`config.mk`:
```
export PLATFORM = sky130hd
export DESIGN_NAME = radio_frontend
export DESIGN_NICKNAME = d
export VERILOG_FILES = /design/src/verilog/radio_pkg.sv /design/src/verilog/spi_pkg.sv /design/src/verilog/tx_sample_if.sv /design/src/verilog/dac_interleaver.sv /design/src/verilog/radio_frontend.sv /design/src/verilog/spi_master.sv /design/src/verilog/tx_dac_formatter.sv /design/src/verilog/tx_skid_buffer.sv
export SDC_FILE = /design/constraint.sdc
export NUM_CORES = 1
export LEC_CHECK = 0
export ABC_AREA = 1
export BUFFER_PORTS_ARGS = -buffer_cell sky130_fd_sc_hd__buf_2
export CAP_MARGIN = 30
export CORE_AREA = 2 2 92 161
export DETAILED_ROUTE_END_ITERATION = 8
export DIE_AREA = 0 0 94 163
export PLACE_DENSITY_LB_ADDON = 0.08
export SLEW_MARGIN = 25
export SYNTH_ARGS = -nofsm -noshare
export SYNTH_HDL_FRONTEND = slang
export SYNTH_SLANG_ARGS = --single-unit
```
`constraint.sdc`:
```
create_clock -name clk_fpga -period 5.05 [get_ports clk_fpga]
set_input_delay 1.01 -clock clk_fpga [delete_from_list [all_inputs] [get_ports clk_fpga]]
set_output_delay 1.01 -clock clk_fpga [all_outputs]
set_load 0.01 [all_outputs]
```
`src/verilog/radio_pkg.sv`:
```
/*
   types and limits for the tx sample path
   host samples are 16 bit signed, the dac takes 14 bit signed codes
   DAC_MAX/DAC_MIN must match the dac_word_t width
*/
package radio_pkg;

   //////////////////////////////////////////////////
   // sample widths

   typedef logic signed [15:0] sample_t;    // one host i or q component
   typedef logic signed [13:0] dac_word_t;  // one dac code

   //////////////////////////////////////////////////
   // formatter constants

   localparam int DAC_SHIFT = 2;            // 16 -> 14 bits
   localparam int DAC_MAX   = 8191;         // largest 14 bit code
   localparam int DAC_MIN   = -8192;        // smallest 14 bit code

endpackage

```
`src/verilog/spi_pkg.sv`:
```
/*
   types and constants for the shared spi control port
   slave enum order is also the bit order of sclk/sen/mosi/miso
   SPI_DIV counts clk_fpga cycles per sclk half period, must be >= 2
*/
package spi_pkg;

   typedef logic [15:0] spi_word_t;       // one command or reply word

   // slave index, bit k of the spi buses belongs to slave k
   typedef enum logic [1:0] {
      SLAVE_DB_TX,
      SLAVE_DB_RX,
      SLAVE_CODEC,
      SLAVE_CGEN
   } spi_slave_t;

   localparam int NUM_SLAVES = 4;
   localparam int SPI_DIV    = 2;         // sclk period = 2*SPI_DIV clocks

   typedef enum logic [1:0] {
      SPI_IDLE,                           // waiting for a command
      SPI_SETUP,                          // sen low, first bit on mosi
      SPI_SHIFT,                          // 16 sclk periods
      SPI_DONE                            // sen back high
   } spi_state_t;

endpackage

```
`src/verilog/tx_sample_if.sv`:
```
/*
   valid/ready link for one i/q pair between tx stages
   payload_t sets the width of i and q, so both sides must agree on it
   source holds valid and data while ready is low
*/
interface tx_sample_if #(
   parameter type payload_t = logic signed [15:0]
);

   payload_t i;      // in-phase
   payload_t q;      // quadrature
   logic     valid;
   logic     ready;

   modport source (output i, output q, output valid, input ready);
   modport sink   (input i, input q, input valid, output ready);

endinterface

```
`src/verilog/dac_interleaver.sv`:
```
/*
   drives i then q on the single 14 bit dac bus, one word per clock
   a sample occupies two cycles, so the path sustains half the clock rate
   tx_sync marks q, tx_blank marks an empty bus (data forced to zero)
*/
module dac_interleaver
   import radio_pkg::*;
(
   input  logic      clk_fpga,
   input  logic      reset,
   tx_sample_if.sink s,
   output dac_word_t tx_data,
   output logic      tx_sync,
   output logic      tx_blank
);

   dac_word_t hold_i;   // sample on the bus
   dac_word_t hold_q;
   logic      busy;     // holding a sample
   logic      phase;    // 0 = showing i, 1 = showing q
   logic      take;

   // next sample can load during the q word, no gap between pairs
   assign s.ready = !busy || phase;
   assign take    = s.valid && s.ready;

   //////////////////////////////////////////////////
   // phase tracking

   always_ff @(posedge clk_fpga)
   begin
      if (reset)
      begin
         busy  <= 1'b0;
         phase <= 1'b0;
      end
      else if (take)
      begin
         busy  <= 1'b1;
         phase <= 1'b0;       // i goes out next
      end
      else if (busy && !phase)
         phase <= 1'b1;       // i done, q next
      else
      begin
         busy  <= 1'b0;       // q done and nothing waiting
         phase <= 1'b0;
      end
   end

   always_ff @(posedge clk_fpga)
   begin
      if (take)
      begin
         hold_i <= s.i;
         hold_q <= s.q;
      end
   end

   //////////////////////////////////////////////////
   // dac bus

   assign tx_blank = !busy;
   assign tx_sync  = busy && phase;
   assign tx_data  = !busy ? '0 : (phase ? hold_q : hold_i);

   // every q word is preceded by its i word
   a_sync_alternates: assert property (@(posedge clk_fpga) disable iff (reset)
      tx_sync && !tx_blank |=> !tx_sync || tx_blank);

endmodule

```
`src/verilog/radio_frontend.sv`:
```
/*
   tx sample output and spi control port of the radio front end
   dac bus is single data rate, so one sample takes two clk_fpga cycles
   tx latency is 3 cycles from accept to the i word when the path is empty
*/
module radio_frontend
   import radio_pkg::*, spi_pkg::*;
(
   input  logic                  clk_fpga,
   input  logic                  reset,
   // host samples
   input  sample_t               s_i,
   input  sample_t               s_q,
   input  logic                  s_valid,
   output logic                  s_ready,
   // dac bus
   output dac_word_t             tx_data,
   output logic                  tx_sync,
   output logic                  tx_blank,
   // spi command/response
   input  spi_slave_t            cmd_slave,
   input  spi_word_t             cmd_data,
   input  logic                  cmd_valid,
   output logic                  cmd_ready,
   output spi_word_t             rsp_data,
   output logic                  rsp_valid,
   // spi pins, bit k = slave k
   output logic [NUM_SLAVES-1:0] sclk,
   output logic [NUM_SLAVES-1:0] sen,
   output logic [NUM_SLAVES-1:0] mosi,
   input  logic [NUM_SLAVES-1:0] miso
);

   //////////////////////////////////////////////////
   // tx pipeline

   tx_sample_if #(.payload_t(sample_t))   skid_to_fmt ();   // full width samples
   tx_sample_if #(.payload_t(dac_word_t)) fmt_to_ilv ();    // dac codes

   tx_skid_buffer u_skid (
      .clk_fpga (clk_fpga),
      .reset    (reset),
      .s_i      (s_i),
      .s_q      (s_q),
      .s_valid  (s_valid),
      .s_ready  (s_ready),
      .m        (skid_to_fmt.source)
   );

   tx_dac_formatter u_fmt (
      .clk_fpga (clk_fpga),
      .reset    (reset),
      .s        (skid_to_fmt.sink),
      .m        (fmt_to_ilv.source)
   );

   dac_interleaver u_ilv (
      .clk_fpga (clk_fpga),
      .reset    (reset),
      .s        (fmt_to_ilv.sink),
      .tx_data  (tx_data),
      .tx_sync  (tx_sync),
      .tx_blank (tx_blank)
   );

   //////////////////////////////////////////////////
   // spi, independent of the tx path

   spi_master u_spi (
      .clk_fpga  (clk_fpga),
      .reset     (reset),
      .cmd_slave (cmd_slave),
      .cmd_data  (cmd_data),
      .cmd_valid (cmd_valid),
      .cmd_ready (cmd_ready),
      .rsp_data  (rsp_data),
      .rsp_valid (rsp_valid),
      .sclk      (sclk),
      .sen       (sen),
      .mosi      (mosi),
      .miso      (miso)
   );

endmodule

```
`src/verilog/spi_master.sv`:
```
/*
   spi master shared by four slaves, 16 bit words msb first
   sclk idles low, mosi changes on falling sclk, miso sampled on rising sclk
   only the selected slave sees sclk, mosi and a low sen
   67 clocks from command accept to rsp_valid with SPI_DIV = 2
*/
module spi_master
   import spi_pkg::*;
(
   input  logic                  clk_fpga,
   input  logic                  reset,
   input  spi_slave_t            cmd_slave,
   input  spi_word_t             cmd_data,
   input  logic                  cmd_valid,
   output logic                  cmd_ready,
   output spi_word_t             rsp_data,
   output logic                  rsp_valid,
   output logic [NUM_SLAVES-1:0] sclk,
   output logic [NUM_SLAVES-1:0] sen,     // active low
   output logic [NUM_SLAVES-1:0] mosi,
   input  logic [NUM_SLAVES-1:0] miso
);

   spi_state_t                           state;
   spi_slave_t                           slave;      // latched target
   spi_word_t                            tx_shift;   // msb drives mosi
   spi_word_t                            rx_shift;   // miso enters at lsb
   logic [$clog2(SPI_DIV)-1:0]           div_cnt;    // clocks within a half period
   logic [$clog2($bits(spi_word_t))-1:0] bit_cnt;    // falling edges, wraps after 16
   logic                                 sclk_r;
   logic                                 active;
   logic                                 half_end;
   logic                                 rise;
   logic                                 fall;
   logic                                 miso_sel;
   logic [NUM_SLAVES-1:0]                sel;

   assign cmd_ready = (state == SPI_IDLE);
   assign active    = (state == SPI_SETUP) || (state == SPI_SHIFT);
   assign half_end  = (div_cnt == SPI_DIV - 1);
   assign miso_sel  = miso[slave];                   // ignore the other lines

   // first rise leaves setup, later rises end a low half, none after bit 15
   assign rise = (state == SPI_SETUP) ||
                 ((state == SPI_SHIFT) && half_end && !sclk_r && (bit_cnt != 0));
   assign fall = (state == SPI_SHIFT) && half_end && sclk_r;

   //////////////////////////////////////////////////
   // per slave routing

   always_comb
   begin
      sel = '0;
      if (active)
         sel[slave] = 1'b1;
   end

   assign sen      = ~sel;
   assign sclk     = {NUM_SLAVES{sclk_r}} & sel;
   assign mosi     = {NUM_SLAVES{tx_shift[$bits(spi_word_t)-1]}} & sel;
   assign rsp_data = rx_shift;                       // valid with rsp_valid

   //////////////////////////////////////////////////
   // fsm and counters

   always_ff @(posedge clk_fpga)
   begin
      if (reset)
      begin
         state     <= SPI_IDLE;
         sclk_r    <= 1'b0;
         div_cnt   <= '0;
         bit_cnt   <= '0;
         rsp_valid <= 1'b0;
      end
      else
      begin
         case (state)
            SPI_IDLE:  if (cmd_valid) state <= SPI_SETUP;
            SPI_SETUP: state <= SPI_SHIFT;
            SPI_SHIFT: if (half_end && !sclk_r && (bit_cnt == 0)) state <= SPI_DONE;
            default:   state <= SPI_IDLE;                 // done, sen already high
         endcase
         if (state == SPI_SHIFT)
            div_cnt <= half_end ? '0 : div_cnt + 1'b1;
         if (rise)
            sclk_r <= 1'b1;
         else if (fall)
            sclk_r <= 1'b0;
         if (fall)
            bit_cnt <= bit_cnt + 1'b1;
         rsp_valid <= (state == SPI_DONE);               // one cycle after sen rises
      end
   end

   always_ff @(posedge clk_fpga)
   begin
      if (cmd_valid && cmd_ready)
      begin
         tx_shift <= cmd_data;
         slave    <= cmd_slave;
      end
      else if (fall)
         tx_shift <= tx_shift << 1;                      // next bit on the low half
      if (rise)
         rx_shift <= {rx_shift[$bits(spi_word_t)-2:0], miso_sel};
   end

   // the commanded slave alone goes low once the word starts
   a_one_sen: assert property (@(posedge clk_fpga) disable iff (reset)
      cmd_valid && cmd_ready |=> (~sen == (NUM_SLAVES'(1) << $past(cmd_slave))));

   // sclk edges only inside a slave's own sen window
   for (genvar k = 0; k < NUM_SLAVES; k++)
   begin : g_sclk_chk
      a_sclk_quiet: assert property (@(posedge clk_fpga) disable iff (reset)
         sen[k] |-> $stable(sclk[k]));
   end

endmodule

```
`src/verilog/tx_dac_formatter.sv`:
```
/*
   rounds 16 bit samples to the 14 bit dac code
   round half up, then clamp to DAC_MIN..DAC_MAX
   one register stage, full throughput when downstream keeps up
*/
module tx_dac_formatter
   import radio_pkg::*;
(
   input  logic        clk_fpga,
   input  logic        reset,
   tx_sample_if.sink   s,
   tx_sample_if.source m
);

   // add half an lsb, arithmetic shift, saturate
   function automatic dac_word_t round_sat(input sample_t x);
      logic signed [$bits(sample_t):0] wide;   // one guard bit for +2 at full scale
      wide = {x[$bits(sample_t)-1], x};
      wide = wide + (1 <<< (DAC_SHIFT - 1));   // half lsb of the dac code
      wide = wide >>> DAC_SHIFT;
      if (wide > DAC_MAX)
         round_sat = dac_word_t'(DAC_MAX);
      else if (wide < DAC_MIN)
         round_sat = dac_word_t'(DAC_MIN);
      else
         round_sat = dac_word_t'(wide);
   endfunction

   // take a new pair when empty or when the current one leaves
   assign s.ready = !m.valid || m.ready;

   //////////////////////////////////////////////////
   // control

   always_ff @(posedge clk_fpga)
   begin
      if (reset)
         m.valid <= 1'b0;
      else if (s.ready)
         m.valid <= s.valid;
   end

   always_ff @(posedge clk_fpga)
   begin
      if (s.valid && s.ready)
      begin
         m.i <= round_sat(s.i);
         m.q <= round_sat(s.q);
      end
   end

   // clamped codes keep the sign of the input, no wrap at full scale
   a_no_wrap: assert property (@(posedge clk_fpga) disable iff (reset)
      s.valid && s.ready |=>
         (m.i == '0 || m.i[$bits(dac_word_t)-1] == $past(s.i[$bits(sample_t)-1])) &&
         (m.q == '0 || m.q[$bits(dac_word_t)-1] == $past(s.q[$bits(sample_t)-1])));

endmodule

```
`src/verilog/tx_skid_buffer.sv`:
```
/*
   input stage of the tx path, two entry skid buffer
   s_ready is a register, so host timing never sees the downstream ready
   s_ready stays low in the first cycle after reset
*/
module tx_skid_buffer
   import radio_pkg::*;
(
   input  logic        clk_fpga,
   input  logic        reset,
   input  sample_t     s_i,
   input  sample_t     s_q,
   input  logic        s_valid,
   output logic        s_ready,
   tx_sample_if.source m
);

   sample_t skid_i;       // overflow entry
   sample_t skid_q;
   logic    skid_valid;
   logic    take;         // host transfer this cycle
   logic    out_free;     // main register can load
   logic    skid_load;
   logic    skid_unload;

   assign take        = s_valid && s_ready;
   assign out_free    = !m.valid || m.ready;
   assign skid_load   = take && !out_free;        // output stalled, park it
   assign skid_unload = skid_valid && out_free;   // skid moves to main

   //////////////////////////////////////////////////
   // control

   always_ff @(posedge clk_fpga)
   begin
      if (reset)
      begin
         m.valid    <= 1'b0;
         skid_valid <= 1'b0;
         s_ready    <= 1'b0;
      end
      else
      begin
         if (out_free)
            m.valid <= skid_valid || take;
         if (skid_load)
            skid_valid <= 1'b1;
         else if (skid_unload)
            skid_valid <= 1'b0;
         // ready next cycle only if skid ends up empty
         s_ready <= !(skid_load || (skid_valid && !skid_unload));
      end
   end

   //////////////////////////////////////////////////
   // payload

   always_ff @(posedge clk_fpga)
   begin
      if (out_free)
      begin
         if (skid_valid)
         begin
            m.i <= skid_i;    // older sample first
            m.q <= skid_q;
         end
         else if (take)
         begin
            m.i <= s_i;
            m.q <= s_q;
         end
      end
      if (skid_load)
      begin
         skid_i <= s_i;
         skid_q <= s_q;
      end
   end

   // stalled output must not change under the downstream stage
   a_hold_on_stall: assert property (@(posedge clk_fpga) disable iff (reset)
      m.valid && !m.ready |=> m.valid && $stable(m.i) && $stable(m.q));

endmodule
```
==> key figures <==
Routing
  • Drt total wl: 11.6 mm
  • Routed len/inst: about 13 um
  • Drt drc: 0
  • First-pass iteration count of the detailed router: 4
  • Post-route ant nets: 0
  • 1st-iter DRT viols: ~150
  • Vias per cell: between 4 and 5
  • Via count: around 4400

STA
  • Layout Skew: 0.0106 ns
  • Final setup vio count: 0
  • WHS: roughly 0.42 ns
  • RSZ-0062 raised after global routing: false
  • Final worst path period need: approximately 2.7 ns
  • Period utilization: 0.530
  • Rel. slew slack: 0.466
  • Setup TNS: 0 ns
  • Slew @ Worst Pin: between 0.7 and 0.8 ns
  • Slew Limit Fails: 0
  • Final setup margin: 2.37 ns
  • Hold Fails Final Rpt: 0
  • F_max: between 300 and 400 MHz

Setup path
  • R2R Path Start: u_ilv.busy
  • WP data arrival: about 1.7 ns
  • Critical Path Source: u_ilv.busy
  • Req. time, crit path: 4.04 ns
  • Startpoint types: flop
  • Crit Path Category: reg2out
  • CP Capture Type: output port
  • CP max FO: 16

Clock tree
  • Htree depth: 4
  • Post-CTS setup buffer count: 0
  • TritonCTS Buffers: 17
  • Clock Pin Slew Worst Setup and Hold Paths: ~0.060 ns
  • Clock Path Buffers: 2
  • Post-CTS Resized: 0
  • # clock sinks: roughly 170
  • CTS hold repair buffers: 0
  • CTS Root Cell: clkbuf_16
  • CTS tree: yes
  • Clock Latency Late Sink: between 0.4 and 0.5 ns

Job
  • Max_cap viols: 0

Floorplanning
  • Die H: ~160 um
  • Starting Density: 0.489
  • Core area: about 14000 um^2
  • I/O pin total: roughly 110
  • DIE WIDTH: roughly 94 um
  • Row count: 58
  • Die footprint: between 15000 and 20000 um^2

Power
  • Pwr dens: ~420 nW/um^2
  • Leak: around 3.4 nW
  • Worst VDD drop: ~0.21 mV
  • Tot Pwr: 3.50 mW

Placed design
  • Placed cells: around 870
  • Pre-CTS setup slack: between 2 and 3 ns
  • Hpwl dp: between 8 and 9 mm
  • Port Buf Inserts: 102
  • GPL Wtd Cong: 0.855

Yosys
  • Area share of xor/xnor cells in the synthesized design: 0.0177
  • Top-area cell type share of the netlist area: 0.651
  • Synth Area in Simple Gates: 0.205
  • Register area share after synthesis: 0.694
  • Count leader, synth: nand2_1
  • Yosys top cell by area: edfxtp_1
  • Synth warnings: 0
  • Net Count, Synth: around 660
  • Syn Std Cell Area: around 6900 um^2
  • Most area-consuming cells after synthesis: edfxtp_1, nand2_1, dfxtp_1, inv_1, nand2_2
  • Mean Syn Cell Area: about 12 um^2
  • Main synth FF type: edfxtp_1
  • Post-synth cell types: 28
  • FFs w/ async S/R, synth: 0
  • Commonest cells in the netlist: nand2_1, edfxtp_1, inv_1
  • Largest family of logic cells by synthesized area: simple AND/OR/NAND/NOR gates
  • Number of synthesized flops with an enable pin: 150
  • Compound-Gate Fraction of Synth Area: 0.0342
  • Adder-Cell Fraction of Synth Area: 0.0145
  • Post-synthesis mux area share: 0
  • Mapped Cells: approximately 600
  • Synthesized flop and latch total: between 150 and 200

Min path
  • Hold_sp: u_fmt.m.i[12]
  • Worst hold path type: reg2reg

Finish
  • Layout area overhead: 19.2%
  • Total Nets Final: just under 800
  • N_diodes: 0
  • Fraction of layout cells with a size suffix above 1: 0.256
  • Final non-filler cell total: approximately 900

Global route
  • Via count of the first global-routing pass: 4242
  • Pin count of the biggest net entering global routing: 33
  • Total track usage: 0.159
  • GR Overflow Total: 0
  • Antenna violations before repair: 0
  • First-pass GRT wire length: about 19 mm

Outcome
  • Status: complete, no violations
-- path summary, 6_finish.rpt --
path	endpoint	slack, ns	depth (start not counted)
setup / recovery	tx_data[0]	2.37	4
hold / removal	u_ilv.hold_i[12]	0.42	0
setup reg to reg	u_skid.skid_q[3]	2.79	7
hold reg to reg	u_ilv.hold_i[12]	0.42	0
-- metal layers --
metal / GRT usage / part of all wire / vias up
met2: 0.287 / 0.55 / 95
met5: 0 / 0 / -
met3: 0.0324 / 0.031 / 18
met1: 0.179 / 0.40 / 1996
met4: 0.0665 / 0.021 / 0
li1: - / - / 2245
-- placed cells by master (no fill, tap or decap) --
master / n
inv_6: 4
nand4_2: 1
nor2_2: 9
nand3_2: 9
nand2_1: 204
nand3_1: 23
a31oi_1: 2
clkbuf_16: 18
o21ai_0: 8
nand3b_1: 2
inv_8: 1
clkbuf_1: 2
bufinv_16: 2
a21oi_1: 11
nor3_1: 1
ha_1: 8
nor2_4: 5
nor2_1: 32
nand4_1: 7
dfxtp_1: 15
clkinv_2: 2
clkinv_1: 2
inv_2: 1
buf_2: 102
buf_8: 2
a22o_1: 14
edfxtp_1: 150
xor2_1: 9
inv_1: 43
clkinv_4: 2
clkinvlp_4: 1
buf_4: 3
xnor2_1: 5
o22ai_1: 1
nand2_2: 23
-- metrics by stage --
step | instance area, um^2 | utilization
floorplan | 6920 | -
global placement | 7620 | 0.538
detailed placement | 7630 | 0.539
CTS | 8230 | 0.582
global route | 8250 | 0.583
finish | 8250 | 0.583
-- report_power, final --
group | internal (mW) | total [mW] | switching [mW] | leakage, nW
Clock | 0.768 | 1.29 | 0.522 | 0.293
Combinational | 0.151 | 0.445 | 0.294 | 1.62
Sequential | 1.70 | 1.76 | 0.0645 | 1.50
-- critical path: stages (launching register included) --
cell,delay [ns]
dfxtp_1,0.33
inv_1,0.06
nor2_2,0.50
a22o_1,0.23
buf_2,0.14
-- final cells by class --
type	count	area, um^2
clock buffers	20	458
repair buffers	107	563
clock inverters	12	141
fillers	1190	5900
well taps	180	225
inverters	46	173
multi-input cells	374	1880
flip-flops and latches	165	4800
-- cell families (layout without fill, tap and decap cells) --
| family | after synthesis | in the layout |
|---|---|---|
| xor gates and xnor gates | 14 | 14 |
| DFF | 165 | 165 |
| buffers and inverters | 59 | 185 |
| AOI/OAI and AO/OA | 36 | 36 |
| and+or+nand+nor | 316 | 316 |
| adders and majority gates | 8 | 8 |
-- registers in the layout (all words and copies together), names as in the netlist, 15 cells and up --
name and cells:
u_skid.m.q 15, u_spi.tx_shift 16, u_skid.skid_i 15, u_skid.m.i 15, u_skid.skid_q 15, u_spi.rsp_data 16
(Power assumes the default switching activity.)
